$ cat src/frame_cfg_pkg.sv
// Bit map follows the OSD status word of the frame. Only one level table, no per-game overrides
package frame_cfg_pkg;

    // Width of the OSD status word
    localparam int STATUS_W = 32;

    // Option bit positions
    localparam int ST_PAUSE      = 1;
    localparam int ST_LEVEL_LO   = 2;   // Two bits, 2 and 3
    localparam int ST_TEST       = 4;
    localparam int ST_PSG_OFF    = 7;
    localparam int ST_FM_OFF     = 8;
    localparam int ST_FILTER_OFF = 9;
    localparam int ST_INVINCIBLE = 10;
    localparam int ST_FLIP       = 11;
    localparam int ST_RST_REQ    = 15;

    // Difficulty codes as the game board expects them
    // Selected by level field 0, 1, 2 and 3 in that order
    localparam logic [3:0] LEVEL_NORMAL = 4'b0111;
    localparam logic [3:0] LEVEL_EASY   = 4'b1111;
    localparam logic [3:0] LEVEL_HARD   = 4'b0011;
    localparam logic [3:0] LEVEL_VHARD  = 4'b0000;

    // Game reset stays low this many cycles after its last cause
    localparam int GAME_RST_HOLD = 16;

endpackage
$ cat src/dip_decode.sv
// Options settle one cycle after status; game reset needs a cause-free run of GAME_RST_HOLD cycles
`timescale 1ns/10ps

module dip_decode import frame_cfg_pkg::*; (
    input  logic                clk,
    input  logic                rst_n,
    input  logic [STATUS_W-1:0] status,
    input  logic                downloading,
    output logic [3:0]          dip_level,
    output logic                dip_pause,
    output logic                dip_test,
    output logic                dip_flip,
    output logic                enable_fm,
    output logic                enable_psg,
    output logic                en_mixing,
    output logic                cheat_invincible,
    output logic                game_rst_n
);

    localparam int HOLD_W = $clog2(GAME_RST_HOLD + 1);

    logic [3:0]        level_map;
    logic              rst_cause;
    logic [HOLD_W-1:0] hold_cnt;

    // Difficulty table
    always_comb begin
        case (status[ST_LEVEL_LO +: 2])
            2'd0:    level_map = LEVEL_NORMAL;
            2'd1:    level_map = LEVEL_EASY;
            2'd2:    level_map = LEVEL_HARD;
            default: level_map = LEVEL_VHARD;
        endcase
    end

    always_ff @(posedge clk) begin
        if (!rst_n) begin
            dip_level        <= LEVEL_NORMAL;
            dip_pause        <= 1'b1;          // Board pause is active low
            dip_test         <= 1'b1;
            dip_flip         <= 1'b0;
            enable_fm        <= 1'b1;
            enable_psg       <= 1'b1;
            en_mixing        <= 1'b1;
            cheat_invincible <= 1'b0;
        end else begin
            dip_level        <= level_map;
            dip_pause        <= ~status[ST_PAUSE];
            dip_test         <= ~status[ST_TEST];
            dip_flip         <= status[ST_FLIP];
            enable_fm        <= ~status[ST_FM_OFF];
            enable_psg       <= ~status[ST_PSG_OFF];
            en_mixing        <= ~status[ST_FILTER_OFF];
            cheat_invincible <= status[ST_INVINCIBLE];
        end
    end

    assign rst_cause = !rst_n || downloading || status[ST_RST_REQ];

    // Reload on any cause, release when the count runs out
    always_ff @(posedge clk) begin
        if (rst_cause) begin
            hold_cnt   <= HOLD_W'(GAME_RST_HOLD);
            game_rst_n <= 1'b0;
        end else begin
            if (hold_cnt != '0)
                hold_cnt <= hold_cnt - 1'b1;
            game_rst_n <= (hold_cnt <= HOLD_W'(1));
        end
    end

endmodule

$ cat config.mk
export PLATFORM = sky130hd
export DESIGN_NAME = dip_decode
export DESIGN_NICKNAME = d
export VERILOG_FILES = /design/src/frame_cfg_pkg.sv /design/src/dip_decode.sv
export SDC_FILE = /design/constraint.sdc
export NUM_CORES = 1
export LEC_CHECK = 0
export ABC_AREA = 1
export BUFFER_PORTS_ARGS = -buffer_cell sky130_fd_sc_hd__buf_2
export CAP_MARGIN = 20
export CORE_MARGIN = 10
export CORE_UTILIZATION = 35
export CTS_CLUSTER_DIAMETER = 40
export CTS_CLUSTER_SIZE = 25
export DETAILED_ROUTE_END_ITERATION = 8
export PLACE_DENSITY = 0.72
export SLEW_MARGIN = 20
export SYNTH_ARGS = -nofsm -noshare
export SYNTH_HDL_FRONTEND = slang
export SYNTH_SLANG_ARGS = --single-unit
$ cat constraint.sdc
create_clock -name clk -period 1.7 [get_ports clk]
set_input_delay 0.51 -clock clk [delete_from_list [all_inputs] [get_ports clk]]
set_output_delay 0.51 -clock clk [all_outputs]
set_load 0.05 [all_outputs]
-- Word-level counts from Yosys, hierarchy flattened
Cells that the tools add are included.
- order comparisons: 1
- bitwise gates (word level): 5
- reductions and logical operators: 5
- add/subtract/negate cells: 1
- equal/unequal tests: 2
- muxes and demuxes: 1
- operators with widths (kind ; number):
    case mux 4 bit (3 select lines) ; 1
    <= comparator 5 x 1 -> 1 bit, second input constant ; 1
    NOT 1 bit ; 5
    nonzero test 5 bit ; 1
    subtractor 5 x 1 -> 5 bit, second input constant ; 1
    == test 2 x 1 -> 1 bit, second input constant ; 1
    == test 2 bit, second input constant ; 1
    logical NOT 2 bit ; 1
    logical OR 1 bit ; 2
    logical NOT 1 bit ; 1
- bits in registers: 17
- output and inout port bits: 12
- input port bits: 35
- logic and storage cells: 25

-- Logic depth before layout (Yosys ltp)
- word-level depth: 3
- gate-level depth with buffers: 8
- gate-level depth less buffers: 8

-- Worst setup path before layout
No wires, ideal clock.
- path type: register -> output
- start point: reg dip_level[1]
- end point: out dip_level[1]
- slack: 296 ps
- stages on the path, launching flop included: 2
- data arrival time: 894 ps
- data required time: 1190 ps
- buffers on the path: 1
- path through: dfxtp_1 buf_4
- RTL lines (item ; line ; source):
    from (decl) ; dip_decode.sv:9 ; output logic [3:0] dip_level,
    from (signal assigned) ; dip_decode.sv:47 ; dip_level <= level_map;
No word-level cell between the ends.

==> PnR_summary.wiki <==
{| class="wikitable"
! Metric !! Value
|-
| Max Slew Vio Count || 0
|-
| Last weighted congestion value of the routability-driven placer || ~0.68
|-
| Average wire per cell in the routed design || approximately 11 µm
|-
| Clock tree from TritonCTS || yes
|-
| IO buf count || 24
|-
| Global-route wire length before repair || approximately 1900 µm
|-
| Worst-case headroom to the max-slew limit || 82.8%
|-
| Actual slew at the worst max-slew pin || approximately 0.26 ns
|-
| Post-synthesis instance area || between 600 and 700 µm²
|-
| Count of state elements after synthesis || 16
|-
| Antenna-violating nets left || 0
|-
| CP bufs+invs || 1
|-
| Data required, critical path || about 1.2 ns
|-
| Initial antenna violation count || 0
|-
| Inserted Clock Buffers || 3
|-
| Met2 Usage GRT || 10.4%
|-
| I/O pin total || 47
|-
| Most common cell after layout, fill and taps aside || buf_2
|-
| Highest-count cells in the layout ignoring fill and taps || buf_2 (24), nand2_1 (20), dfxtp_1 (16), inv_1 (7), nor2_1 (7)
|-
| F_max || about 0.72 GHz
|-
| Slowest cell on the critical path || dfxtp_1
|-
| H-tree level count || 1
|-
| Worst clock skew on the final layout || roughly 0.0017 ns
|-
| # fillers || roughly 160
|-
| Largest buffer count on any clock path || 2
|-
| Sum of overflow across all layers after global routing || 0
|-
| Number of global-route vias before repair || roughly 500
|-
| Die Span X || 61.5 µm
|-
| Layout Area Growth over Synthesis || 27.2%
|-
| Clock latency on the worst-skew pair || between 0.2 and 0.3 ns
|-
| Met3 Use GR || under 10%
|-
| Sum of routed wire length over all layers || approximately 1200 µm
|-
| Total track usage || 6.94%
|-
| Unrepaired setup endpoints after global routing || false
|-
| Final Hold Viols || 0
|-
| Die boundary height || ~60 µm
|-
| Drt first-iter violations || 2
|-
| Part of the cycle the worst path needs || approximately 80%
|-
| Standard cell area after detailed placement || 729 µm²
|-
| Max stage delay on crit path || ~0.33 ns
|-
| Maximum number of pins on one net before global-route repair || 12
|-
| CP cell instances || buf_2
|-
| Post-CTS setup buffer count || 0
|-
| Crit Path Category || register to output pin
|-
| Arrival time of data at the critical path endpoint || roughly 0.9 ns
|-
| Number of max-capacitance violations reported || 0
|-
| Number of library cell types mapped by synthesis || 15
|-
| Sequential-to-total area share from yosys stat || between 50% and 60%
|-
| Setup TNS || 0 ns
|-
| Kind of capture point of the worst setup path || output pin
|-
| Outcome || finished, final reports clean
|-
| Highest net fanout along the worst path || 2
|-
| Syn Inst Count || 67
|-
| Post-layout net count || 132
|-
| Kind of launch point of the worst setup path || register
|-
| Number of buffers added to fix hold violations after cts || 0
|-
| Cell row count || 14
|-
| Post-detailed-placement half-perimeter wirelength || 993 µm
|-
| Grt met1 use || between 7 and 8%
|-
| Clock-pin transition on the worst setup and hold timing paths || approximately 0.09 ns
|-
| Layer with the highest usage after global routing || met2
|-
| Final routed DRC violation total || 0
|-
| VDD IR-drop max || between 0.5 and 0.6 mV
|-
| Std-Cell Core Area || 1560 µm²
|-
| Worst min path class || input port to register
|-
| Leak || 0.406 nW
|-
| Warnings, synthesis || 0
|-
| Finish-stage setup viols || 0
|-
| Cell family contributing the most delay on the critical path || flip-flops
|-
| CTS sink cnt || 16
|-
| Total vias in the final route || about 470
|-
| Antenna Cells || 0
|-
| Via-per-instance ratio || ~4.3
|-
| Total non-filler cell area in the finished layout || 766 µm²
|-
| Root Buffer Master || clkbuf_4
|-
| Ratio of cells with drive above 1 in the final layout || a little over a third
|-
| Synthesized net count || 105
|-
| Starting density of the core || 38.6%
|-
| PD cells || about 1000 nW/µm²
|-
| Shortest clock period the worst path allows after layout || about 1.4 ns
|-
| Quantity of gates resized following cts || 0
|-
| Post-Synthesis Mean Instance Area || 8.98 µm²
|-
| Die Area || between 3000 and 4000 µm²
|-
| Count of TritonRoute iterations in the first routing pass || 2
|}
-- area by class of cell --
| cell class | instances | area [µm²] | area share, % |
|---|---|---|---|
| Inverter | 7 | 26.3 | 3.43 |
| Tap cell | 16 | 20.0 | 2.61 |
| Clock buffer | 4 | 36.3 | 4.74 |
| Multi-Input combinational cell | 42 | 243 | 31.7 |
| Sequential cell | 16 | 320 | 41.8 |
| Timing Repair Buffer | 24 | 120 | 15.7 |
-- cell usage after synthesis (all sizes together) --
| cell | count | area share [%] |
|---|---|---|
| a21boi | 1 | 1.2 |
| a21oi | 1 | 1.5 |
| buf | 2 | 2.1 |
| dfxtp | 16 | 53 |
| ha | 3 | 6.2 |
| inv | 7 | 4.4 |
| nand2 | 22 | 15 |
| nand3 | 4 | 3.3 |
| nor2 | 9 | 8.1 |
| nor3b | 1 | 3.1 |
| xnor2 | 1 | 1.5 |
-- final timing paths --
path / from / end / slack, ns / cells after the start
worst max-delay path: dip_level[1] / dip_level[0] / 0.31 / 1
worst min-delay path: status[7] / enable_psg / 0.37 / 2
worst max register to register: hold_cnt[0] / hold_cnt[3] / 0.55 / 7
worst min register to register: hold_cnt[3] / hold_cnt[3] / 0.51 / 2
-- layer usage --
| layer | share of wire, % | up-vias |
|---|---|---|
| li1 | - | 251 |
| met5 | 0 | - |
| met1 | 44 | 193 |
| met3 | 12 | 2 |
| met4 | 0.68 | 0 |
| met2 | 43 | 19 |
-- kinds of logic after synthesis --
group / after synthesis / share of synthesized area [%]
compound gates: 2 / 2.70
xor+xnor: 1 / 1.46
flops: 16 / 53.2
fa+ha+maj: 3 / 6.24
buf+inv: 9 / 6.45
simple gates: 36 / 29.9
-- metrics by stage --
stage / setup WS (ns) / instances / power (mW) / hold slack [ns] / util [%]
after floorplan: 0.296 / 67 / 0.505 / 0.476 / -
after global placement: 0.411 / 105 / 0.537 / 0.490 / 46.8
after detailed placement: 0.399 / 105 / 0.541 / 0.504 / 46.8
after CTS: 0.298 / 109 / 0.788 / 0.369 / 49.1
after global routing: 0.282 / 109 / 0.814 / 0.371 / 49.1
final: 0.315 / 109 / 0.779 / 0.375 / 49.1
-- report_power, final --
group / leakage, nW / switching [mW] / internal, mW / total (mW)
clock network: 0.0210 / 0.119 / 0.130 / 0.250
registers: 0.132 / 0.00834 / 0.392 / 0.401
logic: 0.253 / 0.0892 / 0.0397 / 0.129
-- registers in the layout (all words and copies together), names as in the netlist --
name	count
dip_pause	1
game_rst_n	1
dip_flip	1
dip_level	3
cheat_invincible	1
hold_cnt	5
dip_test	1
en_mixing	1
enable_psg	1
enable_fm	1
(Power assumes the default switching activity.)
