===== src/rom_pkg.sv =====
// ROM sizes assume a power-of-two word count so the read address wraps by overflow
package rom_pkg;

    localparam int ROM_AW         = 10;            // Word address width
    localparam int ROM_WORDS      = 1024;
    localparam int IOCTL_AW       = 11;            // Byte address width of the download
    localparam int FIFO_DEPTH     = 4;
    localparam int CRED_W         = 3;             // Holds 0 to FIFO_DEPTH
    localparam int REFRESH_PERIOD = 64;            // Cycles between refresh slots
    localparam int READ_LATENCY   = 2;             // Pop to data_valid, at least 2

    typedef logic [ROM_AW-1:0] rom_addr_t;

    // One program word for the store
    // A mask bit at 1 leaves that byte untouched
    typedef struct packed {
        rom_addr_t   addr;
        logic [15:0] data;
        logic [1:0]  mask;
    } prog_word_t;

endpackage


===== src/credit_fifo.sv =====
// Sender must follow the credit rule; a push into a full queue is not absorbed
`timescale 1ns/10ps

module credit_fifo import rom_pkg::*; #(
    parameter type payload_t = rom_addr_t
) (
    input  logic     clk,
    input  logic     rst_n,
    input  logic     push,
    input  payload_t push_data,
    input  logic     pop,
    output payload_t head,
    output logic     not_empty,
    output logic     credit
);

    localparam int PTR_W = (FIFO_DEPTH > 1) ? $clog2(FIFO_DEPTH) : 1;
    localparam int CNT_W = $clog2(FIFO_DEPTH + 1);

    payload_t         mem [FIFO_DEPTH];
    logic [PTR_W-1:0] wr_ptr;
    logic [PTR_W-1:0] rd_ptr;
    logic [CNT_W-1:0] count;

    function automatic logic [PTR_W-1:0] ptr_inc(input logic [PTR_W-1:0] p);
        ptr_inc = (p == PTR_W'(FIFO_DEPTH - 1)) ? '0 : p + 1'b1;
    endfunction

    assign head      = mem[rd_ptr];    // Show-ahead
    assign not_empty = (count != '0);

    always_ff @(posedge clk) begin
        if (!rst_n) begin
            wr_ptr <= '0;
            rd_ptr <= '0;
            count  <= '0;
            credit <= 1'b0;
        end else begin
            credit <= pop;                  // One credit back per pop
            if (push)
                wr_ptr <= ptr_inc(wr_ptr);
            if (pop)
                rd_ptr <= ptr_inc(rd_ptr);
            case ({push, pop})
                2'b10:   count <= count + 1'b1;
                2'b01:   count <= count - 1'b1;
                default: count <= count;
            endcase
        end
    end

    always_ff @(posedge clk) begin
        if (push)
            mem[wr_ptr] <= push_data;
    end

    a_no_push_full: assert property (@(posedge clk) disable iff (!rst_n)
        push |-> (count != CNT_W'(FIFO_DEPTH)))
        else $error("credit_fifo: push while full");

    a_no_pop_empty: assert property (@(posedge clk) disable iff (!rst_n)
        pop |-> not_empty)
        else $error("credit_fifo: pop while empty");

endmodule


===== config.mk =====
export PLATFORM = sky130hd
export DESIGN_NAME = credit_fifo
export DESIGN_NICKNAME = d
export VERILOG_FILES = /design/src/rom_pkg.sv /design/src/credit_fifo.sv
export SDC_FILE = /design/constraint.sdc
export NUM_CORES = 1
export LEC_CHECK = 0
export ABC_CLOCK_PERIOD_IN_PS = 1500
export BUFFER_PORTS_ARGS = -buffer_cell sky130_fd_sc_hd__buf_2
export CORE_AREA = 2 2 66 68
export DETAILED_ROUTE_END_ITERATION = 8
export DIE_AREA = 0 0 68 70
export GPL_TIMING_DRIVEN = 0
export PLACE_DENSITY = 0.76
export RECOVER_POWER = 50
export SYNTH_ARGS = -nofsm -noshare
export SYNTH_HDL_FRONTEND = slang
export SYNTH_SLANG_ARGS = --single-unit

===== constraint.sdc =====
create_clock -name clk -period 1.5 [get_ports clk]
set_input_delay 0.15 -clock clk [delete_from_list [all_inputs] [get_ports clk]]
set_output_delay 0.15 -clock clk [all_outputs]
set_load 0.005 [all_outputs]

After elaboration in Yosys (flattened, before gate mapping) --
Memory sizes are Yosys's and may differ from the RTL's. A register that Yosys moved wholly into a read port is not among the register bits. Cells that the tools add are included.
Word-level totals: memories kept 1, register bits 8, word-level logic and storage cells 22, RAM bits 40, input port bits 14
Memories:
- mem | depth 4, bits a word 10, rd ports 1, clocked after Yosys merged registers in 1, wr ports 1, line credit_fifo.sv:20 | payload_t mem [FIFO_DEPTH];
Operators by class: eq/ne operators 4, reduce and logical (&&, ||, !) cells 2, muxes and demuxes 7, $add $sub $neg 4
Operator list (number):
- 2-bit two-way mux | 4
- 2-bit equality test (second input constant) | 3
- 3-bit case mux with 2 select lines | 1
- 2-bit by 1-bit adder with 2-bit output (second input constant) | 2
- 3-bit by 1-bit adder with 3-bit output (second input constant) | 1
- 3-bit nonzero test | 1
- 3-bit by 1-bit subtractor with 3-bit output (second input constant) | 1
- 2-bit by 1-bit equality test with 1-bit output (second input constant) | 1
- 1-bit two-way mux | 2
- 2-bit nonzero test | 1

Depth between registers and ports, before layout --
depth after elaboration 4, depth in mapped cells 7, gate-level depth less buffers 7

Worst setup path after synthesis --
No wires, ideal clock.
path type register to register, start point register count[1], end point register count[2], data arrival time 1.373 ns, path buffers 0, clock period less this slack 1.443 ns, stages on the path, launching flop included 6, setup slack 0.057 ns, cells stage by stage dfxtp_1 > inv_1 > fa_1 > xor2_1 > or3_1 > a21boi_1
On the way: word-level cells in the longest chain between the ends 2, elaborated cells on any way between the ends 3
RTL lines:
- start: declaration | line credit_fifo.sv:23 | logic [CNT_W-1:0] count;
- start signal: assignment | line credit_fifo.sv:45 | 2'b10: count <= count + 1'b1;
- start signal: assignment | line credit_fifo.sv:46 | 2'b01: count <= count - 1'b1;
- start signal: assignment | line credit_fifo.sv:47 | default: count <= count;
- 3-bit by 1-bit subtractor with 3-bit output or 3-bit by 1-bit adder with 3-bit output (tied branches) | line credit_fifo.sv:46, credit_fifo.sv:45
- 3-bit case mux with 2 select lines * | line credit_fifo.sv:44 | case ({push, pop})
Every way passes the cells marked *; elsewhere a longest branch is shown, timed or not. A chain may end at the register's enable or synchronous reset.

==> results.md <==
Synthesis:
- The mapped netlist covers 1930 um^2.
- The most common cell in the synthesized netlist is sky130_fd_sc_hd__edfxtp_1.
- The count of different cell masters after synthesis is 20.
- The most used flip-flop cell after synthesis is sky130_fd_sc_hd__edfxtp_1.
- Sorting the synthesized cells by how often they occur yields sky130_fd_sc_hd__edfxtp_1 (40), sky130_fd_sc_hd__dfxtp_1 (10), sky130_fd_sc_hd__mux4_2 (10).
- The fraction of registers with async set or reset after synthesis is 0%.
- The number of synthesized flops with an enable pin is 40.
- In this run the biggest area consumer among cell types represents 62.3% of the synthesized area.
- The number of cells produced by synthesis is 100.
- Yosys attributes the largest share of cell area to sky130_fd_sc_hd__edfxtp_1 (62%), sky130_fd_sc_hd__mux4_2 (12%), sky130_fd_sc_hd__dfxtp_1 (10%).
- In this run, synthesis produced a sequential element count of 50.
- The post-synth net total is 121.
- The sequential cell area fraction in the yosys report is 72.7%.
- The cell accounting for the most synthesized area is sky130_fd_sc_hd__edfxtp_1.
- During synthesis, Yosys emitted a total of 0 warnings.
- Each instance of the synthesized netlist takes up on average 19.3 um^2.

Placed design:
- In this run the cell area measured after placement is 2120 um^2.
- The number of port buffers is 25.
- The number of cells in the design after placement is 177.
- The post-detailed-placement half-perimeter wirelength is 2120 um.
- The final weighted congestion in routability-driven placement is 0.629.
- The pre-CTS worst setup slack is -0.196 ns.

Clock network:
- The root buffer cell is sky130_fd_sc_hd__clkbuf_8.
- The number of H-tree levels is 2.
- TritonCTS created 5 clock buffers.
- At the later pin of the worst-skew pair, clock insertion delay measures 0.31 ns.
- For this design, the sink count on the clock tree is 50.
- TritonCTS built the clock tree.
- The clock transition at the register clock pins on the worst setup and hold paths after CTS is 0.08 ns.
- No sink is reached through more buffers than the 2 on the longest clock path.

Timing:
- The slew at the pin closest to its max-slew limit is 0.508 ns.
- The count of endpoints failing hold in the final timing report was 0.
- Across all setup checks in the final design, the least slack found is -0.121 ns.
- The worst pin sits at a relative slew slack of 66.1%.
- The minimum clock period after layout is 1.62 ns.
- The final-report setup violation count is 10.
- The number of slew-limit violations in the final report was 0.
- Setup repair after global routing could not meet its margin everywhere.
- The worst path uses 108% of the clock period.
- For the final database, setup skew stands at 0.00485 ns.
- The fmax is 0.617 GHz.

Cells and area:
- In the final design database the tool counted 155 nets.
- Of the cells placed in the final design, the portion with a size suffix greater than 1 is 34.1%.
- The relative area change from synthesis to final layout is 19.4%.
- The count of non-filler cells in the finished layout is 187.
- The repair_antennas step left the layout with diodes totalling 0.
- Summing all non-filler instances in the final layout gives an area of 2300 um^2.

Critical path:
- The slowest library cell on the worst path is sky130_fd_sc_hd__mux4_2.
- Of all nets on the critical path, the largest fanout is 5.
- Grouping stages by cell kind, the critical path spends the most delay in multiplexers.
- The delay contributed by the slowest stage of the critical path is 0.50 ns.
- Walking the worst path, the cells encountered are buf_8, mux4_2, buf_2.
- The number of buffers and inverters on the critical path is 2.
- The type of element launching the critical path is a flip-flop.
- The critical path is of the flip-flop to output pin type.
- The kind of end point of the critical path is an output pin.
- The endpoint required time on the critical path is 1.35 ns.
- The data arrival time of the worst path is 1.47 ns.

Power and ir drop:
- The largest voltage drop on the vdd net is 735 uV.
- The sum of internal, switching and leakage power is 2.99 mW.
- In this run the power density over the cells is 1300 nW/um^2.
- The analysis attributes to cell leakage a power of 0.806 nW.

Run status:
- The run finished, with violations left.
- The final reports fail on setup timing.

Drt:
- The first routing iteration left 68 violations.
- The routed length per placed instance is 16.1 um.
- The post-route DRC violation count is 0.
- The length of the first detailed-routing pass in iterations is 4.
- The count of antenna-violating nets left after detailed routing is 0.
- After detailed routing, the total wire length is 3010 um.
- The detailed-route vias per instance is 5.07.
- The total vias in the final route is 949.

Global route:
- The first global-routing pass estimated 4770 um of wire.
- The via count of the first global-routing pass is 1006.
- After global routing the overflow that remains totals 0.
- Across every metal layer, demand over resource in global routing totals 14.7%.
- The pin count of the biggest net entering global routing is 17.
- The initial antenna violation count is 0.

Floorplan:
- In this run the vertical extent of the chip is 70 um.
- The floorplan has 24 rows.
- The floorplan step defined a die boundary enclosing 4760 um^2.
- The number of ports placed on the die boundary is 26.
- The core area is 4140 um^2.
- The die is 68 um wide.
- The initial utilization of the core area, before any placement, comes to 46.5%.

Worst hold path:
- The path class of the tightest hold or removal check is input port to flip-flop.

Job:
- The max-cap check violation count is 0.
kinds of logic (layout without fill, tap and decap cells):
group | count (synthesis) | count (layout) | share of synthesized area [%]
AO/OA/AOI/OAI | 5 | 5 | 1.56
XOR/XNOR | 2 | 2 | 0.909
adder cells (fa/ha/maj) | 7 | 7 | 4.93
buffers and inverters | 8 | 43 | 2.01
flip-flops | 50 | 50 | 72.7
multiplexers | 12 | 12 | 12.7
AND/OR/NAND/NOR | 16 | 16 | 5.19
path summary, 6_finish.rpt:
check / start / depth (start not counted) / slack, ns / end
worst max-delay path: flip-flop / 3 / -0.12 / head[9]
worst min register to register: count[2]$_SDFFE_PN0P_ / 2 / 0.50 / count[2]$_SDFFE_PN0P_
worst min-delay path: push_data[6] / 1 / 0.1 / mem[2][6]$_DFFE_PP_
worst max register to register: count[0]$_SDFFE_PN0P_ / 5 / 0.03 / count[2]$_SDFFE_PN0P_
cell type report:
| type | count | area [um^2] |
|---|---|---|
| repair buffers | 27 | 146 |
| clock inverters | 3 | 68.8 |
| inverters | 6 | 22.5 |
| plain buffers | 2 | 20.0 |
| fillers | 325 | 1840 |
| flip-flops and latches | 50 | 1410 |
| clock buffers | 5 | 68.8 |
| well taps | 52 | 65.1 |
| multi-input cells | 42 | 504 |
report_power, final:
part | internal, mW | total [mW] | switching [mW]
Clock | 0.667 | 1.10 | 0.429
Sequential | 1.57 | 1.60 | 0.0307
Combinational | 0.158 | 0.292 | 0.134
state kept, by name, summed over array words and instances, names as in the netlist, named ones only:
name    count
mem        40
credit      1
rd_ptr      2
count       3
wr_ptr      2
metrics by stage:
stage / hold slack, ns / util, % / setup TNS [ns]
2_1_floorplan: 0.249 / - / 0
3_5_place_dp: 0.370 / 51.1 / -0.196
4_1_cts: 0.0465 / 55.4 / -1.16
3_3_place_gp: 0.362 / 51.1 / -0.127
6_report: 0.0962 / 55.6 / -0.982
5_1_grt: 0.109 / 55.6 / -1.49
cells in the final DEF (no fill, tap or decap):
cell type,n
sky130_fd_sc_hd__and2_1,4
sky130_fd_sc_hd__mux2i_1,2
sky130_fd_sc_hd__xor2_2,1
sky130_fd_sc_hd__bufinv_16,2
sky130_fd_sc_hd__dfxtp_1,8
sky130_fd_sc_hd__nor2b_1,4
sky130_fd_sc_hd__a21boi_1,1
sky130_fd_sc_hd__or3_1,2
sky130_fd_sc_hd__clkbuf_2,1
sky130_fd_sc_hd__fa_2,1
sky130_fd_sc_hd__nand2_1,1
sky130_fd_sc_hd__ha_2,1
sky130_fd_sc_hd__clkinv_4,1
sky130_fd_sc_hd__inv_2,2
sky130_fd_sc_hd__buf_8,1
sky130_fd_sc_hd__buf_16,1
sky130_fd_sc_hd__and2_2,3
sky130_fd_sc_hd__clkbuf_1,11
sky130_fd_sc_hd__clkbuf_8,5
sky130_fd_sc_hd__ha_1,5
sky130_fd_sc_hd__nor3b_1,2
sky130_fd_sc_hd__o21a_1,1
sky130_fd_sc_hd__dfxtp_2,1
sky130_fd_sc_hd__dfxtp_4,1
sky130_fd_sc_hd__edfxtp_1,40
sky130_fd_sc_hd__buf_2,14
sky130_fd_sc_hd__buf_4,1
sky130_fd_sc_hd__mux4_2,10
sky130_fd_sc_hd__xnor2_1,1
sky130_fd_sc_hd__o21ai_0,2
sky130_fd_sc_hd__a21oi_1,1
sky130_fd_sc_hd__inv_1,4
repair_timing:
| item | in CTS | in global routing |
|---|---|---|
| hold buffers | 0 | 0 |
| pin swaps | 0 | 4 |
| setup buffers | 0 | 1 |
| gates resized for setup | 7 | 7 |
| gates cloned | 1 | 0 |
| setup endpoints to repair | 11 | 36 |
routing by layer:
| metal | track usage (%) | vias to the layer above | part of all wire (%) |
|---|---|---|---|
| li1 | - | 448 | - |
| met1 | 17.2 | 473 | 37 |
| met2 | 24.2 | 22 | 55 |
| met3 | 4.19 | 6 | 5.2 |
| met4 | 7.33 | 0 | 2.2 |
| met5 | 0 | - | 0 |
(Power assumes the default switching activity.)
