[config.mk]
export PLATFORM = sky130hd
export DESIGN_NAME = rom_loader
export DESIGN_NICKNAME = d
export VERILOG_FILES = /design/src/rom_pkg.sv /design/src/rom_loader.sv
export SDC_FILE = /design/constraint.sdc
export NUM_CORES = 1
export LEC_CHECK = 0
export ABC_AREA = 0
export BUFFER_PORTS_ARGS = -buffer_cell sky130_fd_sc_hd__buf_2
export CORE_UTILIZATION = 50
export CTS_CLUSTER_SIZE = 14
export DETAILED_ROUTE_END_ITERATION = 16
export PLACE_DENSITY_LB_ADDON = 0.05
export SLEW_MARGIN = 20
export SYNTH_ARGS = -nofsm -noshare
export SYNTH_HDL_FRONTEND = slang
export SYNTH_SLANG_ARGS = --single-unit
[constraint.sdc]
create_clock -name clk -period 2.25 [get_ports clk]
set_input_delay 0.45 -clock clk [delete_from_list [all_inputs] [get_ports clk]]
set_output_delay 0.45 -clock clk [all_outputs]
set_load 0.01 [all_outputs]
[src/rom_pkg.sv]
// ROM sizes assume a power-of-two word count so the read address wraps by overflow
package rom_pkg;

    localparam int ROM_AW         = 10;            // Word address width
    localparam int ROM_WORDS      = 1024;
    localparam int IOCTL_AW       = 11;            // Byte address width of the download
    localparam int FIFO_DEPTH     = 4;
    localparam int CRED_W         = 3;             // Holds 0 to FIFO_DEPTH
    localparam int REFRESH_PERIOD = 64;            // Cycles between refresh slots
    localparam int READ_LATENCY   = 2;             // Pop to data_valid, at least 2

    typedef logic [ROM_AW-1:0] rom_addr_t;

    // One program word for the store
    // A mask bit at 1 leaves that byte untouched
    typedef struct packed {
        rom_addr_t   addr;
        logic [15:0] data;
        logic [1:0]  mask;
    } prog_word_t;

endpackage

[src/rom_loader.sv]
// Download source cannot stall, so words must never outrun the write-queue credits
`timescale 1ns/10ps

module rom_loader import rom_pkg::*; (
    input  logic                clk,
    input  logic                rst_n,
    input  logic [IOCTL_AW-1:0] ioctl_addr,
    input  logic [7:0]          ioctl_data,
    input  logic                ioctl_wr,
    input  logic                downloading,
    output logic                wq_push,
    output prog_word_t          wq_data,
    input  logic                wq_credit
);

    logic [7:0]  even_data;       // Low byte waiting for its partner
    rom_addr_t   even_addr;
    logic        pending;
    logic        dl_q;
    logic        odd_wr;
    logic        even_wr;
    logic        pair_ok;
    logic        flush;
    logic        word_rdy;
    prog_word_t  next_word;
    logic [CRED_W-1:0] cred;

    assign odd_wr  = ioctl_wr && ioctl_addr[0];
    assign even_wr = ioctl_wr && !ioctl_addr[0];
    assign pair_ok = pending && (even_addr == ioctl_addr[IOCTL_AW-1:1]);
    assign flush   = dl_q && !downloading && pending && !ioctl_wr; // Odd-length tail
    assign word_rdy = odd_wr || flush;

    always_comb begin
        if (odd_wr) begin
            next_word.addr = ioctl_addr[IOCTL_AW-1:1];
            next_word.data = {ioctl_data, even_data};
            next_word.mask = {1'b0, !pair_ok};    // Lone odd byte keeps the low byte
        end else begin
            next_word.addr = even_addr;
            next_word.data = {8'h00, even_data};
            next_word.mask = 2'b10;
        end
    end

    always_ff @(posedge clk) begin
        if (!rst_n) begin
            pending <= 1'b0;
            dl_q    <= 1'b0;
            wq_push <= 1'b0;
            cred    <= CRED_W'(FIFO_DEPTH);
        end else begin
            dl_q    <= downloading;
            wq_push <= word_rdy;
            if (even_wr)
                pending <= 1'b1;
            else if (word_rdy)
                pending <= 1'b0;
            // Credit is spent when the word is committed
            cred <= cred + CRED_W'(wq_credit) - CRED_W'(word_rdy);
        end
    end

    // Payload only
    always_ff @(posedge clk) begin
        if (even_wr) begin
            even_data <= ioctl_data;
            even_addr <= ioctl_addr[IOCTL_AW-1:1];
        end
        if (word_rdy)
            wq_data <= next_word;
    end

    a_no_overrun: assert property (@(posedge clk) disable iff (!rst_n)
        word_rdy |-> (cred != '0 || wq_credit))
        else $error("rom_loader: download word with no write credit left");

endmodule

[Word-level counts from Yosys, hierarchy flattened]
Index checks and enable logic that the tools add are counted.
Operators by class
  eq/ne operators: 1
  multiplexer cells: 3
  reductions and logical operators: 12
Operator list (count)
  28-bit 2-to-1 mux: 1
  10-bit == test: 1
  1-bit logical AND: 6
  1-bit zero test: 4
  1-bit 2-to-1 mux: 2
  2-bit nonzero test: 1
  1-bit logical OR: 1
Word-level totals
  register bits: 49
  input bits: 24
  output and inout port bits: 29

[Longest topological paths before layout]
Gate-level depths: netlist of the first run.
  depth in word-level cells: 7
  gate-level depth with buffers: 5

[Worst setup path before layout of the first run]
No wires, ideal clock.
  path kind: input to register
  start: input ioctl_wr
  end: register wq_data[0] (netlist bit), enable pin
  arrival: 1.457 ns
  required time: 1.864 ns
  setup slack: 0.407 ns
  cell stages on the path: 4
  buffers on the path: 2
  cell sequence: buf_2 > nand2_4 > buf_6 > nand2_1
Between the ends
  word-level cells in the longest chain between the ends: 3
  elaborated cells between the ends (all ways): 4
  classes of those cells: reduce/logical (4)
Ends and longest elaborated chain
  start: declaration: line rom_loader.sv:9  | input logic ioctl_wr,
  1-bit zero test: line rom_loader.sv:31  | assign flush = dl_q && !downloading && pending && !ioctl_wr;
  1-bit logical AND: line rom_loader.sv:31
  1-bit logical OR *: line rom_loader.sv:32  | assign word_rdy = odd_wr || flush;
  via word_rdy: line rom_loader.sv:24  | logic word_rdy;
  end signal: assignment: line rom_loader.sv:71  | wq_data <= next_word;
  end: declaration: line rom_loader.sv:12  | output prog_word_t wq_data,
Mark *: on every way through the listed nets, which the timed path passes. The rest lies on a longest branch.
A chain may end at the register's enable or synchronous reset.

[Worst setup path after layout of the first run]
  start: register wq_data[12] (netlist bit)
  end: output wq_data[12] (netlist bit)
No word-level cell between the ends.

==> results.json, run 1 <==
{
  "fin_tns_setup_ps": 0,
  "vias_per_cell": 4.807,
  "critPathMaxFanout": 1,
  "period_share_pct": 60.11,
  "dieArea_um2": 3889,
  "slowest_stage": "edfxtp_1",
  "ys_seq_elements": 49,
  "grt_max_degree": 22,
  "synth_ff_type": "edfxtp_1",
  "crit_type": "register to output port",
  "syn-cell-area_um2": 1822,
  "wl_mm": 2.741,
  "grt_usage_pct": 15.17,
  "fin_skew_ps": 5.127,
  "yosysWarnings": 0,
  "cp_num_cells": 1,
  "crit_end": "wq_data[12]",
  "status": "completed",
  "r2r_setup_slack_ps": 950,
  "netlist.area_leader.share_pct": 75.82,
  "wl_per_cell_um": 13.91,
  "setup_viol": 0,
  "crit_path_start_kind": "register",
  "die_h_um": 62.36,
  "synth_seq_area_share_pct": 79.12,
  "syn-num-nets": 115,
  "finalHoldViolations": 0,
  "grt_pass1_wl_mm": 4.278,
  "peakVddDrop_mv": 0.5709,
  "dp_hpwl_mm": 1.964,
  "p_leak_uw": 0.0009029,
  "yosys.area.top_type": "edfxtp_1",
  "r2r-end": "wq_data[3]$_DFFE_PP_",
  "globalRouteOverflowTotal": 0,
  "met2_length_mm": 1.407,
  "crit_family": "flip-flops",
  "path_clk_slew_ps": 130,
  "cts_htree_levels": 2,
  "tritoncts": "built",
  "avgSynthCellArea_um2": 20.02,
  "clkLatencyLatePin_ps": 350,
  "startpoint": "wq_data[12]$_SDFFCE_PP0P_",
  "cp_cell_sequence": "buf_2",
  "async_reset_ff_share_pct": 0,
  "numCtsBuffers": 5,
  "synthTopCellsByArea": "edfxtp_1, mux2_4, xor2_1",
  "r2r_cells": 3,
  "hold_ws_ps": 278.2,
  "post_cts_buffers": 0,
  "r2r-start": "pending$_SDFFE_PN0P_",
  "cp-end-kind": "output port",
  "synth_common_cells": "edfxtp_1, mux2_4, xor2_1, and3_1",
  "layout_setup_ws_ps": 897.5,
  "clock_sink_count": 49,
  "yosys.cell_count.top_type": "edfxtp_1",
  "start_util_pct": 53.33,
  "hold_buffers": 0,
  "drt-met1-wl_mm": 1.150,
  "drtAntennaViolNets": 0,
  "worstPathArrival_ps": 900,
  "fmax_mhz": 739.4,
  "fin_crit_ps": 1353,
  "drive_gt1_share_pct": 48.34,
  "grt_pass1_vias": 943,
  "cellPowerDensity_nw_per_um2": 766.7,
  "crit_required_ps": 1800,
  "wl_met3_um": 164,
  "worst_pin_slew_ps": 294.5,
  "rows": 21,
  "cts_root_buf": "clkbuf_4",
  "final.fill_count": 268,
  "io_buffers": 51,
  "hold_class": "input port to register",
  "antenna_found_initial": 0,
  "drt_pass1_iterations": 4,
  "highest-signal-layer": "met4",
  "nNetsFinal": 174,
  "dp_slack_ps": 597.8,
  "diodes": 0,
  "cap_viol_max_count": 0,
  "die_x_um": 62.36,
  "cts_resized": 0,
  "drc": 0,
  "pin_count": 53,
  "cp_num_buf_inv": 1,
  "synthCells": 91,
  "synth-edff-count": 46,
  "final_max_slew_viol_count": 0,
  "critPathMaxStageDelay_ps": 410,
  "drt_iter0_drc": 23,
  "coreArea_um2": 3416,
  "synth.distinct_cells": 20,
  "synthToLayoutAreaGrowth_pct": 21.63,
  "cts_buffer_depth": 2,
  "slew_headroom_pct": 80.19,
  "gp_congestion": 0.6959,
  "rsz0062_at_grt": "no",
  "via_count": 947
}
==> cells in the final DEF, fill, tap and decap left out, types with 2 or more instances in the layout <==
master	count
and3_2	2
buf_4	3
and3_1	6
edfxtp_1	46
and2_1	2
clkbuf_4	5
a31oi_1	2
xnor2_1	3
dfxtp_1	3
mux2_4	7
xor2_1	7
buf_2	51
mux2_2	3
==> per-stage QoR <==
stage	instances	instance area, µm²	utilization (%)	total power, µW
after floorplan	91	1822	-	1175
after global placement	189	2141	62.67	1239
after detailed placement	189	2141	62.67	1245
after CTS	197	2216	64.87	1722
after global routing	197	2216	64.87	1770
final	197	2216	64.87	1699
==> per-layer routing <==
metal / vias to the layer above / GRT usage, %
li1: 469 / -
met1: 444 / 17.32
met2: 32 / 25.41
met3: 2 / 5.515
met4: 0 / 6.977
met5: - / 0
==> logic make-up after synthesis <==
family          count (synthesis)  synth area share [%]
mux                            10                 7.623
compound gates                  2                0.6867
flops                          49                 79.12
xor+xnor                       10                 4.808
buf+inv                         2                0.8925
simple gates                   18                 6.868
==> area by class of cell <==
class	count	area, µm²	share of cell area, %
clock buffer	6	41.29	1.863
clock inverter	2	33.78	1.525
multi-input combinational	40	364.1	16.43
sequential	49	1441	65.05
tap	46	57.56	2.597
timing repair buffer	54	277.8	12.54
==> flip-flops by register name (all words and copies together) (netlist names) <==
| signal | count |
|---|---|
| wq_data | 28 |
| even_addr | 10 |
| even_data | 8 |
| dl_q | 1 |
| pending | 1 |
| wq_push | 1 |
==> power by group <==
group	switching [µW]	internal (µW)	total [µW]
clock network	247	232	479
registers	17.1	1060	1070
logic	74.8	71.7	146
==> how the worst min path moves through the flow <==
stage,start,to,slack [ps],cells past startpoint
floorplan,even_data[0]$_DFFE_PP_,wq_data[2]$_DFFE_PP_,400,0
detailed placement,even_data[2]$_DFFE_PP_,wq_data[4]$_DFFE_PP_,400,0
CTS,ioctl_data[5],even_data[5]$_DFFE_PP_,260,1
finish,ioctl_data[5],even_data[5]$_DFFE_PP_,280,1
global route,ioctl_data[6],even_data[6]$_DFFE_PP_,250,1
global placement,even_data[2]$_DFFE_PP_,wq_data[4]$_DFFE_PP_,400,0
Note: power is estimated with default switching activity, not from simulation.
==> run 2, diff against run 1 <==
--- a/config.mk
+++ b/config.mk
@@ -5,9 +5,9 @@
 export SDC_FILE = /design/constraint.sdc
 export NUM_CORES = 1
 export LEC_CHECK = 0
-export ABC_AREA = 0
+export ABC_AREA = 1
 export BUFFER_PORTS_ARGS = -buffer_cell sky130_fd_sc_hd__buf_2
-export CORE_UTILIZATION = 50
+export CORE_UTILIZATION = 46
 export CTS_CLUSTER_SIZE = 14
 export DETAILED_ROUTE_END_ITERATION = 16
 export PLACE_DENSITY_LB_ADDON = 0.05
==> constraint.sdc (replaced) <==
create_clock -name clk -period 1.13 [get_ports clk]
set_input_delay 0.226 -clock clk [delete_from_list [all_inputs] [get_ports clk]]
set_output_delay 0.226 -clock clk [all_outputs]
set_load 0.01 [all_outputs]
==> results.json, run 2 <==
{
  "multi_input_area_um2": 336.6,
  "worst_pin_slew_ps": 227.5,
  "diodes": 0,
  "tritoncts": "built",
  "worst_hold_path.num_cells": 1,
  "fin_tns_setup_ps": 0,
  "rsz0062_at_grt": "yes",
  "drt_pass1_iterations": 4,
  "drt_iter0_drc": 71,
  "cts_htree_levels": 2,
  "crit_path_start_kind": "register",
  "grt_pass1_vias": 1124,
  "finalHoldViolations": 0,
  "antenna_found_initial": 0,
  "synth-edff-count": 46,
  "final.fill_count": 317,
  "grt_usage_pct": 15.85,
  "die_x_um": 66.22,
  "ff_latch_area_um2": 1441,
  "syn-cell-area_um2": 1897,
  "globalRouteOverflowTotal": 0,
  "via_count": 1216,
  "syn-num-nets": 179,
  "critPathMaxFanout": 3,
  "hold_class": "input port to register",
  "cp-end-kind": "register",
  "crit_required_ps": 1190,
  "io_buffers": 51,
  "synthTopCellsByArea": "edfxtp_1, nand2_1, inv_1",
  "grt_pass1_wl_mm": 4.961,
  "nNetsFinal": 245,
  "avgSynthCellArea_um2": 12.24,
  "yosysWarnings": 0,
  "synth_ff_type": "edfxtp_1",
  "cellPowerDensity_nw_per_um2": 1448,
  "synth_common_cells": "edfxtp_1, nand2_1, inv_1, nor2_1, o21ai_0",
  "dp_slack_ps": -71.82,
  "drc": 0,
  "gp_congestion": 0.7304,
  "dp_hpwl_mm": 2.236,
  "drive_gt1_share_pct": 34.68,
  "whs_endpoint": "even_data[6]$_DFFE_PP_",
  "netlist.area_leader.share_pct": 72.82,
  "clock_sink_count": 49,
  "top_register": "wq_data",
  "fin_skew_ps": 6.525,
  "slew_headroom_pct": 84.78,
  "period_share_pct": 98.82,
  "numCtsBuffers": 5,
  "p_leak_uw": 0.001088,
  "cts_buffer_depth": 2,
  "r2r_cells": 6,
  "final_common_cell": "buf_2",
  "yosys.cell_count.top_type": "edfxtp_1",
  "die_h_um": 66.22,
  "largest_reg_flops": 28,
  "peakVddDrop_mv": 0.6972,
  "r2r-start": "even_addr[2]$_DFFE_PP_",
  "worstPathArrival_ps": 1180,
  "wl_mm": 3.007,
  "drtAntennaViolNets": 0,
  "layout_common_cells": "buf_2, edfxtp_1, nand2_1, inv_1, nor2_1",
  "cap_viol_max_count": 0,
  "fin_crit_ps": 1117,
  "crit_type": "register to register",
  "rows": 22,
  "grt-busiest-layer": "met2",
  "pin_count": 53,
  "ys_seq_elements": 49,
  "synthCells": 155,
  "r2r-end": "wq_data[0]$_SDFFCE_PP0P_",
  "path_clk_slew_ps": 90,
  "status": "completed",
  "clkLatencyLatePin_ps": 300,
  "r2r_setup_slack_ps": 10,
  "dieArea_um2": 4384,
  "yosys.area.top_type": "edfxtp_1",
  "setup_viol": 0,
  "holdCritStartpoint": "ioctl_data[6]",
  "async_reset_ff_share_pct": 0,
  "wl_per_cell_um": 11.14,
  "top_regs": "wq_data: 28 flops, even_addr: 10 flops, even_data: 8 flops",
  "grt_max_degree": 23,
  "p_total_uw": 3474,
  "use_met2_pct": 26.15,
  "final_max_slew_viol_count": 0,
  "coreArea_um2": 3799,
  "synthToLayoutAreaGrowth_pct": 26.52,
  "grt.met1_usage_pct": 18.85,
  "synth_seq_area_share_pct": 75.99,
  "fmax_mhz": 895.5,
  "start_util_pct": 49.93,
  "vias_per_cell": 4.504,
  "cts_root_buf": "clkbuf_8",
  "layout_setup_ws_ps": 13.30,
  "synth.distinct_cells": 17,
  "use_met3_pct": 5.517
}
==> run 2: final cells by class <==
cell class | instances | share of cell area [%]
Inverter | 33 | 5.162
Tap cell | 48 | 2.503
Sequential cell | 49 | 60.06
Clock buffer | 6 | 3.024
Clock inverter | 2 | 0.6257
Timing Repair Buffer | 62 | 14.60
Multi-Input combinational cell | 70 | 14.03
==> run 2: critical path, stage by stage, from the launching register on <==
cell and delay, ps:
edfxtp_1 410, nand2_1 90, nand2_1 60, nor2_1 90
nand2_1 70, nor2_2 100, a21oi_2 50
==> run 2: repair_timing <==
| item | 4_1_cts | 5_1_grt |
|---|---|---|
| endpoints found under the setup margin | 1 | 1 |
| setup buffers | 0 | 1 |
| hold buffers | 0 | 0 |
| gates resized for setup | 1 | 0 |
| pin swaps | 0 | 2 |
==> run 2: power breakdown <==
part,switching [µW],total [µW],internal [µW]
Clock,563,1000,436
Sequential,35.4,2140,2100
Combinational,190,334,144
==> run 2: worst max-delay path by stage <==
stage                                start                         to  slack [ps]  depth (start not counted)
finish              even_addr[2]$_DFFE_PP_   wq_data[0]$_SDFFCE_PP0P_          10                          6
CTS                 even_addr[2]$_DFFE_PP_   wq_data[0]$_SDFFCE_PP0P_          -2                          6
global placement                  ioctl_wr       wq_data[4]$_DFFE_PP_         -60                          5
floorplan                         ioctl_wr   wq_data[0]$_SDFFCE_PP0P_        -180                          3
detailed placement                ioctl_wr  wq_data[13]$_SDFFCE_PP0P_         -70                          5
global route        even_addr[6]$_DFFE_PP_   wq_data[0]$_SDFFCE_PP0P_         -70                          6
==> run 2: cells by family (layout without fill, tap and decap cells) <==
kind of cell	Yosys count	in the layout	share of synthesized area, %
mux	1	1	0.7913
flops	49	49	75.99
buf+inv	36	103	7.718
compound gates	13	13	3.826
simple gates	55	55	11.21
xor+xnor	1	1	0.4618
==> run 2: per-layer routing <==
metal  routed length [µm]  up-vias
met1                 1316      548
met3                  171        6
li1                     -      627
met4                   51        0
met2                 1469       35
met5                    0        -
==> run 2: stage by stage <==
step | utilization [%] | cells | cell area, µm² | hold slack (ps)
2_1_floorplan | - | 155 | 1922 | 319.5
3_3_place_gp | 60.61 | 261 | 2302 | 400.5
3_5_place_dp | 60.61 | 261 | 2302 | 406.1
4_1_cts | 62.98 | 269 | 2392 | 104.6
5_1_grt | 63.18 | 270 | 2400 | 101.3
6_report | 63.18 | 270 | 2400 | 112.9
==> run 3, diff against run 2 <==
--- a/config.mk
+++ b/config.mk
@@ -7,10 +7,13 @@
 export LEC_CHECK = 0
 export ABC_AREA = 1
 export BUFFER_PORTS_ARGS = -buffer_cell sky130_fd_sc_hd__buf_2
-export CORE_UTILIZATION = 46
+export CORE_ASPECT_RATIO = 0.8
+export CORE_UTILIZATION = 48
+export CTS_BUF_LIST = sky130_fd_sc_hd__clkbuf_4 sky130_fd_sc_hd__clkbuf_8
 export CTS_CLUSTER_SIZE = 14
 export DETAILED_ROUTE_END_ITERATION = 16
 export PLACE_DENSITY_LB_ADDON = 0.05
+export SKIP_LAST_GASP = 1
 export SLEW_MARGIN = 20
 export SYNTH_ARGS = -nofsm -noshare
 export SYNTH_HDL_FRONTEND = slang
==> results.json, run 3 (synthesis results as in run 2) <==
{
  "status": "completed",
  "io_buffers": 51,
  "wl_mm": 3.171,
  "fin_tns_setup_ps": 0,
  "gp_congestion": 0.7941,
  "rsz0062_at_grt": "yes",
  "clockPowerShare_pct": 34.0,
  "drc": 0,
  "p_seq_share_pct": 56.8,
  "top_register": "wq_data",
  "post_cts_buffers": 0,
  "critPathMaxFanout": 2,
  "fmax_mhz": 890.5,
  "drt_pass1_iterations": 4,
  "grt_pass1_vias": 1121,
  "final_common_cell": "buf_2",
  "layout_common_cells": "buf_2, edfxtp_1, nand2_1, inv_1, nor2_1",
  "grt_pass1_wl_mm": 5.016,
  "hold_class": "input port to register",
  "clkLatencyLatePin_ps": 300,
  "cp_cell_sequence": "xnor2_1 > nand2_1 > nor2_2 > a21oi_2",
  "dieArea_um2": 4209,
  "cts_htree_levels": 2,
  "globalRouteOverflowTotal": 0,
  "drt_iter0_drc": 101,
  "grt_max_degree": 19,
  "nNetsFinal": 241,
  "pin_count": 53,
  "stdcell_count": 273,
  "largest_reg_flops": 28,
  "pwr-share-comb_pct": 9.2,
  "numCtsBuffers": 5,
  "fin_crit_ps": 1123,
  "drive_gt1_share_pct": 34.86,
  "final_max_slew_viol_count": 0,
  "top_regs": "wq_data: 28 flops, even_addr: 10 flops, even_data: 8 flops",
  "grt_usage_pct": 16.63,
  "coreArea_um2": 3779,
  "diodes": 0,
  "slowest_stage": "edfxtp_1",
  "dp_hpwl_mm": 2.265,
  "crit_required_ps": 1180,
  "setup_viol": 0,
  "fin_skew_ps": 8.225,
  "worstPathArrival_ps": 1170,
  "swShare_pct": 20.47,
  "cts_root_buf": "clkbuf_8",
  "crit_family": "flip-flops",
  "period_share_pct": 99.37,
  "cellPowerDensity_nw_per_um2": 1541,
  "antenna_found_initial": 0,
  "path_clk_slew_ps": 90,
  "vias_per_cell": 4.480,
  "finalHoldViolations": 0,
  "clock_sink_count": 49,
  "die_x_um": 72.28,
  "wl_per_cell_um": 11.62,
  "peakVddDrop_mv": 0.7646,
  "die_h_um": 58.23,
  "tritoncts": "built",
  "worst_pin_slew_ps": 261.8,
  "drtAntennaViolNets": 0,
  "via_count": 1223,
  "cp-end-kind": "register",
  "cts_buffer_depth": 2,
  "start_util_pct": 50.20,
  "crit_type": "register to register",
  "p_leak_uw": 0.001101,
  "crit_path_start_kind": "register",
  "cap_viol_max_count": 0,
  "internal-power_uw": 2996,
  "critPathMaxStageDelay_ps": 420,
  "slew_headroom_pct": 82.49,
  "place_inst": 265,
  "cp_num_buf_inv": 0,
  "rows": 20,
  "synthToLayoutAreaGrowth_pct": 28.83,
  "p_sw_uw": 771.0
}
==> run 3: power by group through the flow <==
| stage | clock network [µW] | logic (µW) | registers [µW] |
|---|---|---|---|
| 2_1_floorplan | 0 | 145 | 2210 |
| 3_3_place_gp | 0 | 334 | 2180 |
| 3_5_place_dp | 0 | 344 | 2180 |
| 4_1_cts | 1310 | 349 | 2140 |
| 5_1_grt | 1390 | 387 | 2150 |
| 6_report | 1280 | 346 | 2140 |
==> run 3: routing by layer <==
layer / track usage (%) / vias to the layer above / share of wire (%)
li1: - / 618 / -
met1: 21.98 / 563 / 47
met2: 25.63 / 35 / 47
met3: 4.870 / 7 / 5.0
met4: 7.563 / 0 / 1.5
met5: 0 / - / 0
==> run 3: cell type report <==
| cell class | instances | area, µm² |
|---|---|---|
| Multi-Input combinational cell | 70 | 344.1 |
| Inverter | 33 | 123.9 |
| Tap cell | 55 | 68.82 |
| Clock inverter | 1 | 30.03 |
| Sequential cell | 49 | 1441 |
| Timing Repair Buffer | 58 | 345.3 |
| Clock buffer | 7 | 90.09 |
| Fill cell | 308 | 1335 |
==> run 3: what timing repair did <==
action | 4_1_cts | 5_1_grt
gates resized for setup | 2 | 1
pin swaps | 6 | 4
setup endpoints to repair | 1 | 2
hold buffers | 0 | 0
==> run 3: stage by stage <==
step / cell area (µm²) / setup WS [ps] / hold WS (ps) / total power [µW] / utilization [%]
floorplan: 1922 / -177.2 / 319.5 / 2353 / -
global placement: 2313 / -88.38 / 401.0 / 2509 / 61.23
detailed placement: 2313 / -105.0 / 405.4 / 2528 / 61.23
CTS: 2439 / -8.671 / 110.4 / 3802 / 64.54
global route: 2444 / -90.08 / 105.4 / 3930 / 64.67
finish: 2444 / 7.079 / 117.0 / 3767 / 64.67
==> run 3: path summary, 6_finish.rpt <==
path | start | endpoint | slack [ps] | cells past startpoint
max | even_addr[4]$_DFFE_PP_ | wq_data[0]$_SDFFCE_PP0P_ | 7 | 4
min reg2reg | even_data[0]$_DFFE_PP_ | wq_data[2]$_DFFE_PP_ | 420 | 0
min | ioctl_data[5] | even_data[5]$_DFFE_PP_ | 120 | 1
max reg2reg | even_addr[4]$_DFFE_PP_ | wq_data[0]$_SDFFCE_PP0P_ | 7 | 4
